--- src/hw/ex_pkg.sv ---
`default_nettype none

package ex_pkg;

    ////////////////////////////////////////////////////////////////////////////
    // Widths
    ////////////////////////////////////////////////////////////////////////////

    // Data path width for operands, PC and results
    localparam int XLEN       = 32;
    localparam int REG_ADDR_W = 5;
    // CSR address comes from the low bits of operand 2
    localparam int CSR_ADDR_W = 12;

    ////////////////////////////////////////////////////////////////////////////
    // Encodings
    ////////////////////////////////////////////////////////////////////////////

    typedef enum logic [3:0] {
        ALU_ADD  = 4'd0,
        ALU_SUB  = 4'd1,
        ALU_AND  = 4'd2,
        ALU_OR   = 4'd3,
        ALU_XOR  = 4'd4,
        ALU_SLL  = 4'd5,
        ALU_SRL  = 4'd6,
        ALU_SRA  = 4'd7,
        ALU_SLT  = 4'd8,
        ALU_SLTU = 4'd9,
        // Branch compares, result in bit 0
        ALU_EQ   = 4'd10,
        ALU_NE   = 4'd11,
        ALU_LT   = 4'd12,
        ALU_GE   = 4'd13,
        ALU_GEU  = 4'd14
    } alu_op_t;

    // Destination bank, only forwarded to MEM
    typedef enum logic {
        X_REG = 1'b0,
        F_REG = 1'b1
    } reg_bank_t;

    typedef enum logic [1:0] {
        BYTE = 2'd0,
        HALF = 2'd1,
        WORD = 2'd2
    } data_type_t;

    // Next PC selection, forwarded to fetch
    typedef enum logic [1:0] {
        PC_NEXT   = 2'd0,
        PC_BRANCH = 2'd1,
        PC_JUMP   = 2'd2,
        PC_TRAP   = 2'd3
    } pc_source_t;

    typedef enum logic [1:0] {
        CSR_READ  = 2'd0,
        CSR_WRITE = 2'd1,
        CSR_SET   = 2'd2,
        CSR_CLEAR = 2'd3
    } csr_op_t;

    ////////////////////////////////////////////////////////////////////////////
    // Stage bundles
    ////////////////////////////////////////////////////////////////////////////

    // Control fields of one instruction in EX
    typedef struct packed {
        logic [REG_ADDR_W-1:0] rd_addr;
        reg_bank_t             rd_bank;
        logic                  mem_req;
        logic                  mem_wen;
        data_type_t            mem_type;
        logic                  mem_sext;
        logic                  reg_alu_wen;
        logic                  reg_mem_wen;
        pc_source_t            pc_source;
        logic                  is_branch;
        logic                  csr_access;
        csr_op_t               csr_op;
        logic                  valid;
    } ex_ctrl_t;

    // Bubble, nothing enabled and nothing valid
    localparam ex_ctrl_t EX_CTRL_IDLE = '{
        rd_addr:     '0,
        rd_bank:     X_REG,
        mem_req:     1'b0,
        mem_wen:     1'b0,
        mem_type:    WORD,
        mem_sext:    1'b0,
        reg_alu_wen: 1'b0,
        reg_mem_wen: 1'b0,
        pc_source:   PC_NEXT,
        is_branch:   1'b0,
        csr_access:  1'b0,
        csr_op:      CSR_READ,
        valid:       1'b0
    };

    // Data fields, 164 bits
    typedef struct packed {
        alu_op_t         alu_op;
        logic [XLEN-1:0] operand_1;
        logic [XLEN-1:0] operand_2;
        logic [XLEN-1:0] mem_wdata;
        logic [XLEN-1:0] pc;
        logic [XLEN-1:0] branch_target;
    } ex_data_t;

    // CSR request, 44 bits
    typedef struct packed {
        logic [CSR_ADDR_W-1:0] addr;
        logic [XLEN-1:0]       wdata;
    } csr_req_t;

    // Bundle handed to the memory stage
    typedef struct packed {
        logic [REG_ADDR_W-1:0] rd_addr;
        reg_bank_t             rd_bank;
        logic [XLEN-1:0]       result;
        logic                  mem_req;
        logic                  mem_wen;
        data_type_t            mem_type;
        logic                  mem_sext;
        logic [XLEN-1:0]       mem_wdata;
        logic                  reg_alu_wen;
        logic                  reg_mem_wen;
        logic                  valid;
    } ex_mem_t;

endpackage

`default_nettype wire
--- src/hw/ex_stage.sv ---
`timescale 1ns/10ps
`default_nettype none

// Execute stage top level
module ex_stage #(
    parameter bit ISA_C = 0,
    parameter int WIDTH = ex_pkg::XLEN
) (
    input  wire logic                    clk_i,
    input  wire logic                    rst_n_i,
    // From decode
    input  wire ex_pkg::ex_ctrl_t        id_ctrl_i,
    input  wire ex_pkg::ex_data_t        id_data_i,
    // From CSR file
    input  wire logic [ex_pkg::XLEN-1:0] csr_rdata_i,
    // From controller
    input  wire logic                    stall_i,
    input  wire logic                    flush_i,
    // To memory stage
    output ex_pkg::ex_mem_t              mem_o,
    // To CSR file
    output ex_pkg::csr_req_t             csr_req_o,
    output ex_pkg::csr_op_t              csr_op_o,
    output logic                         csr_access_o,
    output logic [ex_pkg::XLEN-1:0]      pc_o,
    // To fetch
    output ex_pkg::pc_source_t           pc_source_o,
    output logic [ex_pkg::XLEN-1:0]      branch_target_o,
    output logic                         branch_taken_o,
    output logic                         trap_o
);

    ex_pkg::ex_ctrl_t        ex_ctrl;
    ex_pkg::ex_data_t        ex_data;
    logic                    csr_first_cycle;
    logic [WIDTH-1:0]        alu_result;
    logic [ex_pkg::XLEN-1:0] result;

    ////////////////////////////////////////////////////////////////////////////
    // Input side
    ////////////////////////////////////////////////////////////////////////////

    id_ex_regs u_id_ex_regs (
        .clk_i             (clk_i),
        .rst_n_i           (rst_n_i),
        .stall_i           (stall_i),
        .flush_i           (flush_i),
        .id_ctrl_i         (id_ctrl_i),
        .id_data_i         (id_data_i),
        .ex_ctrl_o         (ex_ctrl),
        .ex_data_o         (ex_data),
        .csr_req_o         (csr_req_o),
        .csr_first_cycle_o (csr_first_cycle)
    );

    ////////////////////////////////////////////////////////////////////////////
    // ALU
    ////////////////////////////////////////////////////////////////////////////

    int_alu #(
        .WIDTH (WIDTH)
    ) u_int_alu (
        .op_i  (ex_data.alu_op),
        .op1_i (ex_data.operand_1),
        .op2_i (ex_data.operand_2),
        .res_o (alu_result)
    );

    ////////////////////////////////////////////////////////////////////////////
    // Output side
    ////////////////////////////////////////////////////////////////////////////

    ex_result_unit #(
        .ISA_C (ISA_C)
    ) u_ex_result_unit (
        .clk_i             (clk_i),
        .rst_n_i           (rst_n_i),
        .ctrl_i            (ex_ctrl),
        .alu_result_i      (alu_result),
        .branch_target_i   (ex_data.branch_target),
        .csr_first_cycle_i (csr_first_cycle),
        .csr_rdata_i       (csr_rdata_i),
        .result_o          (result),
        .branch_taken_o    (branch_taken_o),
        .trap_o            (trap_o)
    );

    // MEM bundle
    assign mem_o.rd_addr     = ex_ctrl.rd_addr;
    assign mem_o.rd_bank     = ex_ctrl.rd_bank;
    assign mem_o.result      = result;
    assign mem_o.mem_req     = ex_ctrl.mem_req;
    assign mem_o.mem_wen     = ex_ctrl.mem_wen;
    assign mem_o.mem_type    = ex_ctrl.mem_type;
    assign mem_o.mem_sext    = ex_ctrl.mem_sext;
    assign mem_o.mem_wdata   = ex_data.mem_wdata;
    assign mem_o.reg_alu_wen = ex_ctrl.reg_alu_wen;
    assign mem_o.reg_mem_wen = ex_ctrl.reg_mem_wen;
    assign mem_o.valid       = ex_ctrl.valid;

    // CSR side and fetch side
    assign csr_op_o        = ex_ctrl.csr_op;
    assign csr_access_o    = ex_ctrl.csr_access;
    assign pc_o            = ex_data.pc;
    assign pc_source_o     = ex_ctrl.pc_source;
    assign branch_target_o = ex_data.branch_target;

endmodule

`default_nettype wire

--- src/hw/ex_result_unit.sv ---
`timescale 1ns/10ps
`default_nettype none

// Result select, CSR read hold, branch decision and trap
module ex_result_unit #(
    parameter bit ISA_C = 0
) (
    input  wire logic                    clk_i,
    input  wire logic                    rst_n_i,
    input  wire ex_pkg::ex_ctrl_t        ctrl_i,
    input  wire logic [ex_pkg::XLEN-1:0] alu_result_i,
    input  wire logic [ex_pkg::XLEN-1:0] branch_target_i,
    input  wire logic                    csr_first_cycle_i,
    input  wire logic [ex_pkg::XLEN-1:0] csr_rdata_i,
    output logic [ex_pkg::XLEN-1:0]      result_o,
    output logic                         branch_taken_o,
    output logic                         trap_o
);

    logic [ex_pkg::XLEN-1:0] held_rdata;
    logic                    misaligned;

    ////////////////////////////////////////////////////////////////////////////
    // CSR read data
    ////////////////////////////////////////////////////////////////////////////

    // Keep rdata seen in the first cycle, CSR file may move on during a stall
    always_ff @(posedge clk_i or negedge rst_n_i) begin
        if (!rst_n_i) begin
            held_rdata <= '0;
        end else if (csr_first_cycle_i) begin
            held_rdata <= csr_rdata_i;
        end
    end

    // CSR reads replace the ALU result
    always_comb begin
        if (ctrl_i.csr_access) begin
            if (csr_first_cycle_i) begin
                result_o = csr_rdata_i;
            end else begin
                result_o = held_rdata;
            end
        end else begin
            result_o = alu_result_i;
        end
    end

    ////////////////////////////////////////////////////////////////////////////
    // Branch resolution
    ////////////////////////////////////////////////////////////////////////////

    // Compare outcome sits in bit 0
    assign branch_taken_o = ctrl_i.is_branch && result_o[0];

    // Without compressed ISA a taken target must be word aligned
    always_comb begin
        if (ISA_C) begin
            misaligned = 1'b0;
        end else begin
            misaligned = branch_taken_o && branch_target_i[1];
        end
    end

    // Only real instructions trap
    assign trap_o = ctrl_i.valid && misaligned;

endmodule

`default_nettype wire

--- src/hw/int_alu.sv ---
`timescale 1ns/10ps
`default_nettype none

// Purely combinational integer ALU
module int_alu #(
    parameter int WIDTH = 32
) (
    input  wire ex_pkg::alu_op_t op_i,
    input  wire logic [WIDTH-1:0] op1_i,
    input  wire logic [WIDTH-1:0] op2_i,
    output logic [WIDTH-1:0]      res_o
);

    // Shift amount taken from the low bits of op2 (5 bits on RV32)
    localparam int SHAMT_W = $clog2(WIDTH);

    logic [SHAMT_W-1:0] shamt;
    logic               cmp;

    assign shamt = op2_i[SHAMT_W-1:0];

    // Compare outcome, zero for every other op
    always_comb begin
        case (op_i)
            ex_pkg::ALU_SLT:  cmp = $signed(op1_i) < $signed(op2_i);
            ex_pkg::ALU_LT:   cmp = $signed(op1_i) < $signed(op2_i);
            ex_pkg::ALU_SLTU: cmp = op1_i < op2_i;
            ex_pkg::ALU_EQ:   cmp = op1_i == op2_i;
            ex_pkg::ALU_NE:   cmp = op1_i != op2_i;
            ex_pkg::ALU_GE:   cmp = $signed(op1_i) >= $signed(op2_i);
            ex_pkg::ALU_GEU:  cmp = op1_i >= op2_i;
            default:          cmp = 1'b0;
        endcase
    end

    always_comb begin
        case (op_i)
            ex_pkg::ALU_ADD: res_o = op1_i + op2_i;
            ex_pkg::ALU_SUB: res_o = op1_i - op2_i;
            ex_pkg::ALU_AND: res_o = op1_i & op2_i;
            ex_pkg::ALU_OR:  res_o = op1_i | op2_i;
            ex_pkg::ALU_XOR: res_o = op1_i ^ op2_i;
            ex_pkg::ALU_SLL: res_o = op1_i << shamt;
            ex_pkg::ALU_SRL: res_o = op1_i >> shamt;
            // Arithmetic shift keeps the sign
            ex_pkg::ALU_SRA: res_o = $unsigned($signed(op1_i) >>> shamt);
            default: begin
                // Compares put their outcome in bit 0 with zeros above
                res_o = {{(WIDTH-1){1'b0}}, cmp};
            end
        endcase
    end

endmodule

`default_nettype wire

--- src/hw/id_ex_regs.sv ---
`timescale 1ns/10ps
`default_nettype none

// ID to EX pipeline registers
module id_ex_regs (
    input  wire logic            clk_i,
    input  wire logic            rst_n_i,
    input  wire logic            stall_i,
    input  wire logic            flush_i,
    input  wire ex_pkg::ex_ctrl_t id_ctrl_i,
    input  wire ex_pkg::ex_data_t id_data_i,
    output ex_pkg::ex_ctrl_t     ex_ctrl_o,
    output ex_pkg::ex_data_t     ex_data_o,
    output ex_pkg::csr_req_t     csr_req_o,
    output logic                 csr_first_cycle_o
);

    ////////////////////////////////////////////////////////////////////////////
    // Pipeline conditions
    ////////////////////////////////////////////////////////////////////////////

    logic             advance;
    logic             bubble;
    logic             capture;
    logic             csr_capture;
    ex_pkg::csr_req_t csr_req_in;
    logic             first_cycle;

    // Stall freezes everything
    assign advance     = !stall_i;
    // Flush only acts on an unstalled edge
    assign bubble      = advance && flush_i;
    assign capture     = advance && !flush_i;
    // CSR request only moves for real CSR accesses
    assign csr_capture = capture && id_ctrl_i.csr_access;

    // wdata rides on operand 1, address on the low bits of operand 2
    assign csr_req_in.addr  = id_data_i.operand_2[ex_pkg::CSR_ADDR_W-1:0];
    assign csr_req_in.wdata = id_data_i.operand_1;

    ////////////////////////////////////////////////////////////////////////////
    // Registers
    ////////////////////////////////////////////////////////////////////////////

    // Control, loads a bubble on flush
    stage_reg #(
        .payload_t   (ex_pkg::ex_ctrl_t),
        .RESET_VALUE (ex_pkg::EX_CTRL_IDLE)
    ) ctrl_reg (
        .clk_i         (clk_i),
        .rst_n_i       (rst_n_i),
        .load_i        (capture),
        .clear_i       (bubble),
        .clear_value_i (ex_pkg::EX_CTRL_IDLE),
        .d_i           (id_ctrl_i),
        .q_o           (ex_ctrl_o)
    );

    // Data holds through a flush
    stage_reg #(
        .payload_t   (ex_pkg::ex_data_t),
        .RESET_VALUE (ex_pkg::ex_data_t'('0))
    ) data_reg (
        .clk_i         (clk_i),
        .rst_n_i       (rst_n_i),
        .load_i        (capture),
        .clear_i       (1'b0),
        .clear_value_i (ex_pkg::ex_data_t'('0)),
        .d_i           (id_data_i),
        .q_o           (ex_data_o)
    );

    stage_reg #(
        .payload_t   (ex_pkg::csr_req_t),
        .RESET_VALUE (ex_pkg::csr_req_t'('0))
    ) csr_reg (
        .clk_i         (clk_i),
        .rst_n_i       (rst_n_i),
        .load_i        (csr_capture),
        .clear_i       (1'b0),
        .clear_value_i (ex_pkg::csr_req_t'('0)),
        .d_i           (csr_req_in),
        .q_o           (csr_req_o)
    );

    // First cycle of a CSR access, rdata is fresh only here
    always_ff @(posedge clk_i or negedge rst_n_i) begin
        if (!rst_n_i) begin
            first_cycle <= 1'b0;
        end else if (stall_i) begin
            first_cycle <= 1'b0;
        end else begin
            first_cycle <= id_ctrl_i.csr_access;
        end
    end

    assign csr_first_cycle_o = first_cycle;

endmodule

`default_nettype wire

--- src/hw/stage_reg.sv ---
`timescale 1ns/10ps
`default_nettype none

// Pipeline register for an arbitrary payload
module stage_reg #(
    parameter type      payload_t   = logic,
    parameter payload_t RESET_VALUE = '0
) (
    input  wire logic     clk_i,
    input  wire logic     rst_n_i,
    input  wire logic     load_i,
    input  wire logic     clear_i,
    input  wire payload_t clear_value_i,
    input  wire payload_t d_i,
    output payload_t      q_o
);

    payload_t q;

    // Clear wins over load, otherwise hold
    always_ff @(posedge clk_i or negedge rst_n_i) begin
        if (!rst_n_i) begin
            q <= RESET_VALUE;
        end else if (clear_i) begin
            q <= clear_value_i;
        end else if (load_i) begin
            q <= d_i;
        end
    end

    assign q_o = q;

endmodule

`default_nettype wire

--- config.mk ---
export PLATFORM = sky130hd
export DESIGN_NAME = ex_stage
export DESIGN_NICKNAME = d
export VERILOG_FILES = /design/src/hw/ex_pkg.sv /design/src/hw/ex_stage.sv /design/src/hw/ex_result_unit.sv /design/src/hw/int_alu.sv /design/src/hw/id_ex_regs.sv /design/src/hw/stage_reg.sv
export SDC_FILE = /design/constraint.sdc
export NUM_CORES = 1
export LEC_CHECK = 0
export BUFFER_PORTS_ARGS = -buffer_cell sky130_fd_sc_hd__buf_2
export CAP_MARGIN = 20
export CORE_MARGIN = 2
export CORE_UTILIZATION = 35
export CTS_CLUSTER_SIZE = 10
export DETAILED_ROUTE_END_ITERATION = 6
export HOLD_SLACK_MARGIN = 0.12
export PLACE_DENSITY_LB_ADDON = 0.1
export SLEW_MARGIN = 20
export SYNTH_ARGS = -nofsm -noshare
export SYNTH_HDL_FRONTEND = slang
export SYNTH_HIERARCHICAL = 1
export SYNTH_SLANG_ARGS = --single-unit
--- constraint.sdc ---
create_clock -name clk_i -period 12.9 [get_ports clk_i]
set_input_delay 0.645 -clock clk_i [delete_from_list [all_inputs] [get_ports clk_i]]
set_output_delay 0.645 -clock clk_i [all_outputs]
set_load 0.01 [all_outputs]
==> results.md, run 1 <==
STA:
- Setup repair after global routing left no endpoint under its margin.
- The largest clock skew in the final design is between 0.008 and 0.009 ns.
- For the pin with the worst max-slew slack, the measured transition is 1.02 ns.
- The final setup violation count is 0.
- The routed design could run at a clock period as short as 6.50 ns.
- Setup total negative slack on the finished layout was measured at 0 ns.
- The count of final hold-check violations is 0.
- The top achievable clock speed is around 0.15 GHz.
- The final critical path takes up 50.4% of the cycle.
- The minimum setup slack in the final design is 6.40 ns.
- The max-slew headroom at the worst pin is 32.2%.
- The max-slew violation count is 0.

Floorplan:
- between 400 and 500 I/O pins were placed.
- The effective utilization at floorplan is between 30% and 40%.
- The region available for standard cell placement spans 59000 sq um.
- The floorplan step defined a die boundary enclosing about 60000 sq um.
- Measured along the x axis, the die boundary spans 248 microns.
- The floorplan step set the die height to 248 microns.
- The floorplan has 89 rows.

Worst setup path:
- The data arrival time at the worst-slack endpoint is 5.85 ns.
- STA classifies the critical path endpoint as an output port.
- The kind of start point of the critical path is a flip-flop.
- The critical path is of the reg -> out type.
- Of all nets on the critical path, the largest fanout is 83.
- The critical path required time is 12.26 ns.

GRT:
- After global routing the overflow that remains totals 0.
- The initial antenna violation count is 5.
- In the global route stage, overall resource usage came out at 25.6%.
- The number of global-route vias before repair is 19200.
- The first global-routing pass estimated about 120000 microns of wire.
- The largest net degree at the start of global routing is 101.

Logic synthesis:
- During synthesis, Yosys emitted a total of 6 warnings.
- Among all flip-flop cells after synthesis, the most frequent one is dfrtp_1.
- The synthesized design contains 0 enable-type register cells.
- The average footprint of a synthesized cell is 8.72 sq um.
- The share of flip-flops with an asynchronous set or reset is 100%.
- For this run, the register share of the synthesized area comes to between 30% and 40%.
- The cell count after synthesis came out at 2396.
- In this run the cell area of the synthesized design comes to approximately 21000 sq um.
- In this run, distinct cell masters in the synthesized netlist total 87.
- After synthesis the netlist holds a flip-flop and latch count of 261.

Job:
- Max-cap violations in this run came to 0.

Placement:
- The number of input and output port buffers inserted is 412.
- Once placement completed, the tool counted placed cells totaling 3660.
- The weighted congestion reported at the end of routability-driven placement is between 0.9 and 1.
- The post-DP HPWL is 60400 microns.
- The worst setup slack after placement is 7.22 ns.

Cells and area:
- The footprint of the flip-flops and latches is 6550 sq um.
- The number of standard cells in the layout, taps in and fillers out is 3708.
- The number of nets in the layout is 3244.
- The filler cells instantiated in the layout total 6012.
- The area occupied by multi-input gates is approximately 14000 sq um.
- The layout overhead on the synthesized area is 19.8%.
- The share of post-route cells with drive strength above 1 is 21.2%.

Clock tree:
- CTS saw 261 sinks.
- The number of resized instances in the post-cts repair step is 0.
- In this run, CTS created clock tree buffers numbering 31.
- The number of hold-repair buffers added at the cts stage is 1.
- The TritonCTS clock tree is yes.
- Buffers added to address setup during post-CTS repair amount to 0.
- The clock passes through at most 3 buffers.
- After clock tree synthesis, the clock-pin slew on the worst setup and hold paths is 0.06 ns.
- The cell sitting at the root of the clock tree is a clkbuf_16.
- The insertion delay of the later-clocked pin in the worst-skew pair is 0.61 ns.
- The H-tree depth is 1.

Route:
- The detailed router finished its first iteration with 1646 violations.
- The detailed-route wire length is 81300 microns.
- The number of iterations in the first detailed-routing pass is 6.
- After detailed routing, the number of remaining DRC violations is 0.
- The number of routed nets with antenna violations is 0.
- The final route contains 20000 vias.
- In the final routed layout, each cell accounts on average for 21.9 microns.
- After detailed routing, the number of vias per cell comes to 5.40.

Worst hold path:
- The min-delay analysis places its worst path in the category in -> reg.

Pwr:
- VDD sags by at most 0.0000766 V.
- The cell area power density is about 120 nW/um^2.
- The standby leakage power is approximately 0.011 uW.

Outcome:
- The run finished with clean final reports.
worst paths after layout:
kind	slack, ns	to	from	cells past startpoint
worst min-delay path	0.28	u_ex_result_unit/held_rdata[24]	csr_rdata_i[24]	2
worst max register to register	11.12	u_id_ex_regs/data_reg/q_o[96]	u_id_ex_regs/data_reg/q_o[96]	3
max in group asynchronous	10.45	u_id_ex_regs/data_reg/q_o[139]	rst_n_i	5
worst min register to register	0.49	u_ex_result_unit/held_rdata[16]	u_ex_result_unit/held_rdata[16]	1
worst max-delay path	6.40	mem_o[69]	u_id_ex_regs/data_reg/q_o[99]	14
min in group asynchronous	0.57	u_ex_result_unit/held_rdata[27]	rst_n_i	2
area by class of cell:
type	instances	area share [%]
well taps	773	3.87
multi-input cells	2075	55.3
inverters	106	1.59
diodes	1	0.0100
clock buffers	43	3.48
flip-flops and latches	261	26.2
repair buffers	447	9.43
clock inverters	2	0.200
metrics by stage:
step | hold WS [ns] | total power [uW] | utilization (%) | cell area, sq um
6_report | 0.285 | 3000 | 42.4 | 25000
5_1_grt | 0.258 | 3180 | 42.4 | 25000
4_1_cts | 0.248 | 3010 | 42.3 | 25000
3_5_place_dp | 0.478 | 2150 | 40.7 | 24000
3_3_place_gp | 0.476 | 2150 | 40.7 | 24000
2_1_floorplan | 0.349 | 1740 | - | 21700
cells in the final DEF (no fill, tap or decap), types with 33 or more instances in the layout:
| cell | netlist | layout |
|---|---|---|
| o21ai_1 | 239 | 239 |
| nor2_1 | 171 | 170 |
| ha_1 | 100 | 100 |
| mux2_4 | 58 | 58 |
| buf_4 | 9 | 33 |
| a21oi_1 | 123 | 123 |
| o21ai_0 | 76 | 76 |
| dfrtp_1 | 260 | 254 |
| o211ai_1 | 35 | 35 |
| buf_2 | 26 | 411 |
| conb_1 | 2 | 233 |
| nand2_1 | 336 | 336 |
| inv_1 | 103 | 103 |
| mux2i_1 | 282 | 282 |
registers in the layout (all words and copies together) (netlist names):
signal and count:
u_id_ex_regs/csr_first_cycle_o 1, u_id_ex_regs/data_reg/q_o 164, u_id_ex_regs/csr_reg/q_o 44, u_id_ex_regs/ctrl_reg/q_o 20, u_ex_result_unit/held_rdata 32
Yosys cell counts (9+ instances only):
cell type	n	area (sq um)
a211o_1	9	78.8
a211oi_1	29	218
a21o_1	16	120
a21oi_1	123	616
a221oi_1	25	219
a22oi_1	11	82.6
a31oi_1	12	75.1
buf_1	9	33.8
buf_2	26	130
buf_4	9	67.6
buf_6	22	248
clkbuf_1	112	420
dfrtp_1	260	6510
ha_1	100	1250
inv_1	103	387
mux2_2	17	191
mux2_4	58	871
mux2i_1	282	2820
mux4_2	23	518
nand2_1	336	1260
nand2b_1	12	75.1
nand3_1	26	130
nand4_1	9	56.3
nor2_1	171	642
nor2b_1	11	68.8
nor3_1	24	120
nor4_1	11	68.8
o2111ai_1	14	123
o211ai_1	35	263
o21ai_0	76	380
o21ai_1	239	1200
o21bai_1	12	90.1
o221ai_1	12	105
o22ai_1	21	131
o31ai_1	13	97.6
power breakdown:
group	internal (uW)	switching, uW	total [uW]
logic	456	704	1160
clock network	481	352	833
registers	907	100	1010
kinds of logic (layout without fill, tap and decap cells):
kind of cell / after synthesis / in the layout / share of synthesized area (%)
flops: 261 / 261 / 31.3
xor+xnor: 3 / 3 / 0.126
buf+inv: 291 / 598 / 6.88
mux: 384 / 384 / 21.3
fa+ha+maj: 102 / 102 / 6.18
compound gates: 716 / 716 / 21.2
simple gates: 637 / 637 / 12.9
other cells: 2 / 234 / 0.0360
worst max-delay path, cell delays in order (launching register included):
cell       delay [ns]
dfrtp_2          0.33
buf_4            0.63
inv_1            0.68
ha_1             0.61
a21oi_1          0.19
nor2_1           0.07
o41ai_1          0.62
a31o_2           0.29
a31oi_1          0.30
a21oi_1          0.41
o21ai_0          0.17
a2111oi_0        0.42
a31oi_1          0.09
mux2_4           0.28
buf_2            0.14
layer usage:
layer / vias up / GRT usage (%) / wire [microns]
li1: 9447 / - / -
met1: 9692 / 36.8 / 37200
met2: 770 / 39.6 / 36400
met3: 100 / 4.54 / 5750
met4: 8 / 6.27 / 1920
met5: - / 0 / 31
Power figures use the tool's default switching activity.
==> inputs of run 2 (changes only) <==
Clock period 12.9 ns to 6.6 ns, I/O delays scaled along.
==> run 2 against run 1 <==
Against the previous run: total power increased by 110%; clock skew grew 0.0011 ns; final cell count rose by 6.0%; register-to-register slack got worse by 6.2 ns; utilization grew 3.9 points; clock-buffer cell count grew 8; sequential share of layout area decreased by 2.2 points; worst setup slack worse by 5.3 ns; sequential cell count did not move; hold slack worse by 0.087 ns; non-clock buffer count rose by 212; combinational power grew 100%.
==> results.md, run 2 (synthesis gave the netlist of run 1 again) <==
Worst setup path:
- The worst reg2reg path depth is 2 (was 3).
- The category of the critical setup timing path is reg -> out (unchanged).
- The count of cell instances traversed by the critical path came to 14 (unchanged).
- The maximum fanout along the worst path came to 46 (was 83).
- The data arrival time at the worst-slack endpoint is 5.19 ns (was 5.85 ns).
- The biggest cell delay along the critical path came to 0.83 ns (was 0.68 ns).
- The highest-delay cell along the critical path is dfrtp_4 (was inv_1).
- The kind of start point of the critical path was a flip-flop (unchanged).
- The worst reg2reg path startpoint is u_id_ex_regs/csr_first_cycle_o (was u_id_ex_regs/data_reg/q_o[96]).
- The capture point of the worst path was mem_o[70] (was mem_o[69]).
- The critical path required time is 6.27 ns (was 12.26 ns).
- The endpoint of the worst register-to-register path is u_ex_result_unit/held_rdata[0] (was u_id_ex_regs/data_reg/q_o[96]).
- The element type at the critical path end is an output port (unchanged).
- The reg-to-reg setup timing slack is 4.92 ns (was 11.12 ns).
- The category of cells accounting for the largest share of critical-path delay is compound AO/OA/AOI/OAI gates (unchanged).
- The critical path startpoint is u_id_ex_regs/data_reg/q_o[96] (was u_id_ex_regs/data_reg/q_o[99]).
- Worst path cell trace: ha_1 > inv_1 > fa_1 > nor2b_1 > o311ai_1 > nand2_1 > o41ai_1 > a21oi_1 > a211oi_1 > nor2_1 > a2111oi_0 > o22ai_1 > mux2_2 > buf_2 (was buf_4 > inv_1 > ha_1 > a21oi_1 > nor2_1 > o41ai_1 > a31o_2 > a31oi_1 > a21oi_1 > o21ai_0 > a2111oi_0 > a31oi_1 > mux2_4 > buf_2).
- The critical path buffer and inverter count is 2 (was 3).

Placement:
- The post-DP HPWL is 59700 microns (was 60400 microns).
- The worst setup slack after placement is 1.81 ns (was 7.22 ns).
- The weighted congestion reported at the end of routability-driven placement came to 0.945 (was 0.956).
- The area after detailed placement is 24000 sq um (about the same).
- The number of input and output port buffers inserted is 412 (unchanged).

Clock tree:
- The insertion delay of the later-clocked pin in the worst-skew pair is 0.56 ns (was 0.61 ns).
- The H-tree depth is 2 (was 1).
- The clock sink count was 261 (unchanged).
- The maximum clock path buffer count came to 3 (unchanged).
- The number of clock buffers inserted by TritonCTS is 34 (was 31).
- The cell at the root of the clock tree was clkbuf_16 (unchanged).
- The setup fix buffers added after clock tree synthesis was 0 (unchanged).
- The clock transition at the registers of the reported paths came to 0.06 ns (about the same).
- The number of resized instances in the post-cts repair step was 0 (unchanged).
- The TritonCTS clock tree is yes (unchanged).

Floorplan:
- The core area was 59000 sq um (unchanged).
- The total die area is 61600 sq um (unchanged).
- The horizontal extent of the die is 248 microns (unchanged).
- The floorplan row count was 89 (unchanged).
- The total I/O pin count was 413 (unchanged).
- The effective utilization at floorplan came to 35.4% (unchanged).
- The y dimension of the die is 248 microns (unchanged).

GRT:
- The overall routing resource usage was 26.1% (was 25.6%).
- The largest net degree at the start of global routing is 140 (was 101).
- The initial antenna violation count is 3 (was 5).
- The number of global-route vias before repair is 20500 (was 19200).
- The first-pass GRT wire length is 125000 microns (was 122000 microns).
- The leftover overflow at the end of global routing was 0 (unchanged).

Cells and area:
- The count of filler cells inserted in the layout is 5840 (was 6012).
- The share of post-route cells with drive strength above 1 is 19.7% (was 21.2%).
- Commonest cells after routing, fill and taps aside: buf_2 (411), nand2_1 (336), mux2i_1 (282) (unchanged).
- The flip-flop count of the largest register after layout is 164 (unchanged).
- The number of nets in the layout was 3459 (was 3244).
- The post-route standard cell area excluding fillers came to 27300 sq um (was 25000 sq um).
- The layout overhead on the synthesized area came to 30.8% (was 19.8%).
- The most frequent standard cell in the layout excluding fill and tap cells was buf_2 (unchanged).

STA:
- The final setup violation count is 0 (unchanged).
- The largest clock skew in the final design is 0.00957 ns (was 0.00849 ns).
- The tightest hold margin is 0.197 ns (was 0.285 ns).
- Setup repair after global routing missed its margin: no (unchanged).
- The max-slew headroom at the worst pin came to 23.1% (was 32.2%).
- The clock period could shrink to 5.52 ns.
- The minimum setup slack in the final design is 1.08 ns (was 6.40 ns).
- The ratio of final minimum period to clock period is 83.7%.
- The count of final hold-check violations is 0 (unchanged).
- Derived from the worst setup path, the maximum achievable clock frequency is 0.181 GHz.
- The max-slew violation count came to 0 (unchanged).
- The slew at the pin closest to its max-slew limit is 1.15 ns (was 1.02 ns).
- The post-route setup TNS is 0 ns (unchanged).

Route:
- The post-detailed-route via-to-cell ratio is 5.38 (was 5.40).
- The number of routed nets with antenna violations is 0 (unchanged).
- The count of routing violations after the opening detailed-route iteration is 1959 (was 1646).
- The detailed-route wire length was 83300 microns (was 81300 microns).
- The average wire length per cell after detail routing came to 21.2 microns (was 21.9 microns).
- The via total after detailed routing is 21200 (was 20000).
- The number of remaining DRC errors is 0 (unchanged).
- The number of iterations in the first detailed-routing pass came to 5 (was 6).

Pwr:
- The standby leakage power is 0.0122 uW (was 0.0113 uW).
- The total internal power came to 3800 uW (was 1840 uW).
- The worst voltage drop across the vdd grid is 0.000180 V (was 0.0000766 V).
- The register share of total power is 32.2% (was 33.6%).
- The cell area power density is 226 nW/um^2 (was 120 nW/um^2).
- The overall power consumption is 6160 uW (was 3000 uW).
- The net switching fraction of the power is 38.3% (was 38.6%).
- The net switching component of the power is 2360 uW (was 1160 uW).
- The clock group share of total power is 29.6% (was 27.8%).
- The combinational fraction of design power came to 38.2% (was 38.7%).

Outcome:
- Outcome: complete, no violations (unchanged).

Job:
- The number of max-capacitance violations reported is 0 (unchanged).

Worst hold path:
- The path category of the worst min-delay check is in -> reg (unchanged).
==> run 2: cell types whose count changed in the layout (fill, tap and decap cells not counted), moves of 2 or more <==
cell	previous run	this run
dlygate4sd3_1	1	218
buf_4	33	27
clkbuf_1	7	13
clkbuf_16	31	34
buf_12	0	2
clkinv_16	0	2
clkinv_2	0	2
==> run 2: what timing repair did <==
action	CTS	global route
endpoints found under the hold margin	309	0
endpoints found under the setup margin	0	0
hold buffers	218	0
==> run 2: metal layers <==
| metal | routed length [microns] | up-vias | part of all wire (%) | GRT usage, % |
|---|---|---|---|---|
| met1 | 36900 | 10300 | 44 | 36.1 |
| li1 | - | 9882 | - | - |
| met3 | 5860 | 141 | 7.0 | 4.46 |
| met4 | 2670 | 4 | 3.2 | 8.72 |
| met5 | 26 | - | 0.031 | 0 |
| met2 | 37900 | 862 | 45 | 41.3 |
==> run 2: how the worst min path moves through the flow <==
stage	startpoint	end	slack, ns	cells past startpoint
after floorplan	rst_n_i	u_ex_result_unit/held_rdata[0]	0.03	0
after global placement	rst_n_i	u_ex_result_unit/held_rdata[27]	0.28	1
after detailed placement	rst_n_i	u_ex_result_unit/held_rdata[27]	0.28	1
after CTS	id_data_i[158]	u_id_ex_regs/csr_reg/q_o[30]	0.15	3
after global routing	id_data_i[158]	u_id_ex_regs/data_reg/q_o[158]	0.20	3
final	id_data_i[158]	u_id_ex_regs/csr_reg/q_o[30]	0.20	3
==> run 2: through the flow <==
| stage | instances | util (%) |
|---|---|---|
| 4_1_cts | 3931 | 46.3 |
| 6_report | 3932 | 46.3 |
| 3_3_place_gp | 3656 | 40.7 |
| 2_1_floorplan | 2627 | - |
| 3_5_place_dp | 3656 | 40.7 |
| 5_1_grt | 3932 | 46.3 |
==> run 2: power groups by stage <==
stage	sequential, uW	combinational (uW)	clock (uW)
detailed placement	2010	2190	0
global placement	2000	2180	0
floorplan	1950	1460	0
finish	1980	2350	1820
CTS	1980	2300	1890
global route	2010	2550	1940
==> run 2: worst min-delay path: cells and delay by family <==
family                 cells  cell delay, ns
AO/OA/AOI/OAI              1            0.07
buffers and inverters      1            0.17
multiplexers               1            0.15
==> run 2: final cells by class <==
cell class                      count  area (sq um)  share of cell area (%)
Multi-Input combinational cell   2075         13800                    50.6
Sequential cell                   261          6550                    24.0
Timing Repair Buffer              659          4500                    16.5
Tap cell                          773           967                    3.54
Clock buffer                       51           955                    3.50
Inverter                          106           398                    1.46
Clock inverter                      6           120                   0.440
Antenna cell                        1          2.50                 0.00917
==> inputs of run 3 (changes only) <==
Clock period 6.6 ns to 4.5 ns, I/O delays scaled along.
==> run 3 against run 2 <==
Against the previous run: the flow now finishes with violations (design-rule violations); clock skew increased by 0.0053 ns; sequential share of layout area decreased by 0.89 points; clock-buffer cell count decreased by 1; hold slack got worse by 0.066 ns; non-clock buffer count increased by 93; worst setup slack got worse by 1.0 ns; via count increased by 0.88%; final cell count increased by 2.3%.
==> results.md, run 3 (synthesis gave the netlist of run 1 again) <==
Worst setup path:
- The category of the critical setup timing path is reg -> out (unchanged).
- The element type at the critical path end is an output port (unchanged).
- The critical path required time is 4.28 ns (was 6.27 ns).
- The data arrival time at the worst-slack endpoint was 4.21 ns (was 5.19 ns).
- The maximum fanout along the worst path is 6 (was 46).
- The kind of start point of the critical path was a flip-flop (unchanged).
- Worst path cell trace: clkinvlp_4 > ha_1 > a21oi_1 > nor2_1 > o41ai_2 > buf_4 > a31o_2 > a31oi_2 > buf_4 > nand3_1 > a21oi_1 > or3_1 > a21o_1 > mux2_4 > buf_2 (was ha_1 > inv_1 > fa_1 > nor2b_1 > o311ai_1 > nand2_1 > o41ai_1 > a21oi_1 > a211oi_1 > nor2_1 > a2111oi_0 > o22ai_1 > mux2_2 > buf_2).
- The category of cells accounting for the largest share of critical-path delay is compound AO/OA/AOI/OAI gates (unchanged).
- The highest-delay cell along the critical path is dfrtp_2 (was dfrtp_4).
- The critical path buffer and inverter count is 4 (was 2).
- The reg-to-reg setup timing slack came to 2.86 ns (was 4.92 ns).
- The biggest cell delay along the critical path came to 0.46 ns (was 0.83 ns).

Cells and area:
- The share of post-route cells with drive strength above 1 is 23.4% (was 19.7%).
- The most frequent standard cell in the layout excluding fill and tap cells is buf_2 (unchanged).
- The layout overhead on the synthesized area came to 35.9% (was 30.8%).
- The fraction of the core area covered by cells at the end of the flow is 48.1% (was 46.3%).
- The flip-flop count of the largest register after layout is 164 (unchanged).
- The number of nets in the layout is 3552 (was 3459).
- The number of standard cells in the layout, taps in and fillers out is 4023 (was 3932).
- The count of filler cells inserted in the layout is 5739 (was 5840).
- Commonest cells after routing, fill and taps aside: buf_2 (411), nand2_1 (335), mux2i_1 (281) (was buf_2 (411), nand2_1 (336), mux2i_1 (282)).

STA:
- The slew at the pin closest to its max-slew limit is 1.02 ns (was 1.15 ns).
- The minimum setup slack in the final design was 0.0610 ns (was 1.08 ns).
- In the finished design, the share of the clock period the worst path needs comes to 98.6%.
- The count of final hold-check violations came to 0 (unchanged).
- Subtracting the final worst setup slack from the clock period gives 4.44 ns.
- The final setup violation count came to 0 (unchanged).
- The max-slew violation count is 0 (unchanged).
- The max-slew headroom at the worst pin is 31.9% (was 23.1%).
- The largest clock skew in the final design came to 0.0149 ns (was 0.00957 ns).
- The tightest hold margin was 0.132 ns (was 0.197 ns).
- Derived from the worst setup path, the maximum achievable clock frequency is about 0.23 GHz.
- Setup repair after global routing missed its margin: yes (was no).

Job:
- The number of max-capacitance violations reported is 0 (unchanged).

Clock tree:
- The clock sink count was 261 (unchanged).
- The maximum clock path buffer count came to 3 (unchanged).
- The cell at the root of the clock tree is clkbuf_16 (unchanged).
- The TritonCTS clock tree is yes (unchanged).
- The number of clock buffers inserted by TritonCTS came to 34 (unchanged).
- The H-tree depth is 2 (unchanged).
- The clock transition at the registers of the reported paths is 0.06 ns (about the same).
- The insertion delay of the later-clocked pin in the worst-skew pair is 0.56 ns (about the same).

Pwr:
- The register share of total power is 30.3% (was 32.2%).
- The cell area power density was 327 nW/um^2 (was 226 nW/um^2).
- The overall power consumption is 9290 uW (was 6160 uW).
- The net switching fraction of the power was 38.6% (was 38.3%).
- The worst voltage drop across the vdd grid is 0.000243 V (was 0.000180 V).
- The standby leakage power is 0.0127 uW (was 0.0122 uW).
- The clock group share of total power is 28.2% (was 29.6%).
- The net switching component of the power is 3580 uW (was 2360 uW).
- The combinational fraction of design power is 41.5% (was 38.2%).
- The total internal power is 5700 uW (was 3800 uW).

GRT:
- The highest-utilization routing layer at the global route stage was met2 (unchanged).
- The initial antenna violation count is 3 (unchanged).
- The first-pass GRT wire length was 131000 microns (was 125000 microns).
- The overall routing resource usage is 27.9% (was 26.1%).
- The leftover overflow at the end of global routing is 0 (unchanged).
- The met3 track demand over resource in global routing is 5.15% (was 4.46%).
- The largest net degree at the start of global routing is 101 (was 140).
- The global routing met1 resource utilization is 38.6% (was 36.1%).
- The number of global-route vias before repair is 21200 (was 20500).
- The global-route met2 utilization is 43.9% (was 41.3%).

Floorplan:
- The floorplan row count is 89 (unchanged).
- The effective utilization at floorplan is 35.4% (unchanged).
- The total I/O pin count is 413 (unchanged).
- The total die area is 61600 sq um (unchanged).
- The core area is 59000 sq um (unchanged).
- The horizontal extent of the die was 248 microns (unchanged).
- The y dimension of the die is 248 microns (unchanged).

Route:
- The via total after detailed routing came to 21400 (was 21200).
- The number of iterations in the first detailed-routing pass is 7 (was 5).
- The number of remaining DRC errors is 5 (was 0).
- The count of routing violations after the opening detailed-route iteration is 1775 (was 1959).
- The average wire length per cell after detail routing is 21.9 microns (was 21.2 microns).
- The number of routed nets with antenna violations came to 0 (unchanged).
- The post-detailed-route via-to-cell ratio was 5.31 (was 5.38).
- The detailed-route wire length is 88000 microns (was 83300 microns).

Placement:
- The number of input and output port buffers inserted was 412 (unchanged).
- The total placed cells including tap cells is 3737 (was 3656).
- The post-DP HPWL is 64400 microns (was 59700 microns).
- The weighted congestion reported at the end of routability-driven placement was 1.00 (was 0.945).
- The worst setup slack after placement is 0.136 ns (was 1.81 ns).

Worst hold path:
- The path category of the worst min-delay check is in -> reg (unchanged).

Outcome:
- Outcome: finished with violations (was complete, no violations).
- The final reports fail on design-rule violations.
[run 3: path summary, 6_finish.rpt]
check / start / end / cells after the start
max: u_id_ex_regs/data_reg/q_o[97] / mem_o[65] / 15
min: stall_i / u_id_ex_regs/ctrl_reg/q_o[4] / 3
max reg2reg: u_id_ex_regs/csr_first_cycle_o / u_ex_result_unit/held_rdata[0] / 2
min reg2reg: u_ex_result_unit/held_rdata[23] / u_ex_result_unit/held_rdata[23] / 1
max in group asynchronous: rst_n_i / u_id_ex_regs/data_reg/q_o[132] / 3
min in group asynchronous: rst_n_i / u_ex_result_unit/held_rdata[27] / 2
[run 3: metal layers]
metal	wire [microns]	vias to the layer above
met5	41	-
met4	2750	6
met3	6100	150
met2	40000	834
met1	39100	10300
li1	-	10100
[run 3: through the flow]
step | setup TNS (ns) | instance area (sq um)
2_1_floorplan | 0 | 21700
3_5_place_dp | 0 | 24700
3_3_place_gp | 0 | 24700
4_1_cts | 0 | 28200
5_1_grt | -0.0856 | 28400
6_report | 0 | 28400
[run 3: cell type report]
class / count / area (sq um) / area share [%]
repair buffers: 752 / 5310 / 18.7
flip-flops and latches: 261 / 6550 / 23.1
well taps: 773 / 967 / 3.41
clock inverters: 5 / 93.8 / 0.331
clock buffers: 50 / 961 / 3.39
inverters: 106 / 402 / 1.42
multi-input cells: 2075 / 14100 / 49.7
diodes: 1 / 2.50 / 0.00882
[run 3: worst min-delay path: stages]
cell,delay [ns]
buf_2,0.16
nor2b_2,0.12
o21ai_1,0.13
[run 3: power groups by stage]
stage	clock network [uW]	registers (uW)	logic (uW)
4_1_cts	2700	2820	3720
5_1_grt	2800	2850	4160
6_report	2620	2820	3850
2_1_floorplan	0	2860	2130
3_3_place_gp	0	2840	3480
3_5_place_dp	0	2850	3480
[run 3: what timing repair did]
action,in CTS,in global routing
gates cloned,2,0
resized for setup,29,35
hold buffers,218,0
endpoints found under the setup margin,17,14
pin swaps,5,16
endpoints found under the hold margin,351,0
buffers inserted,3,8
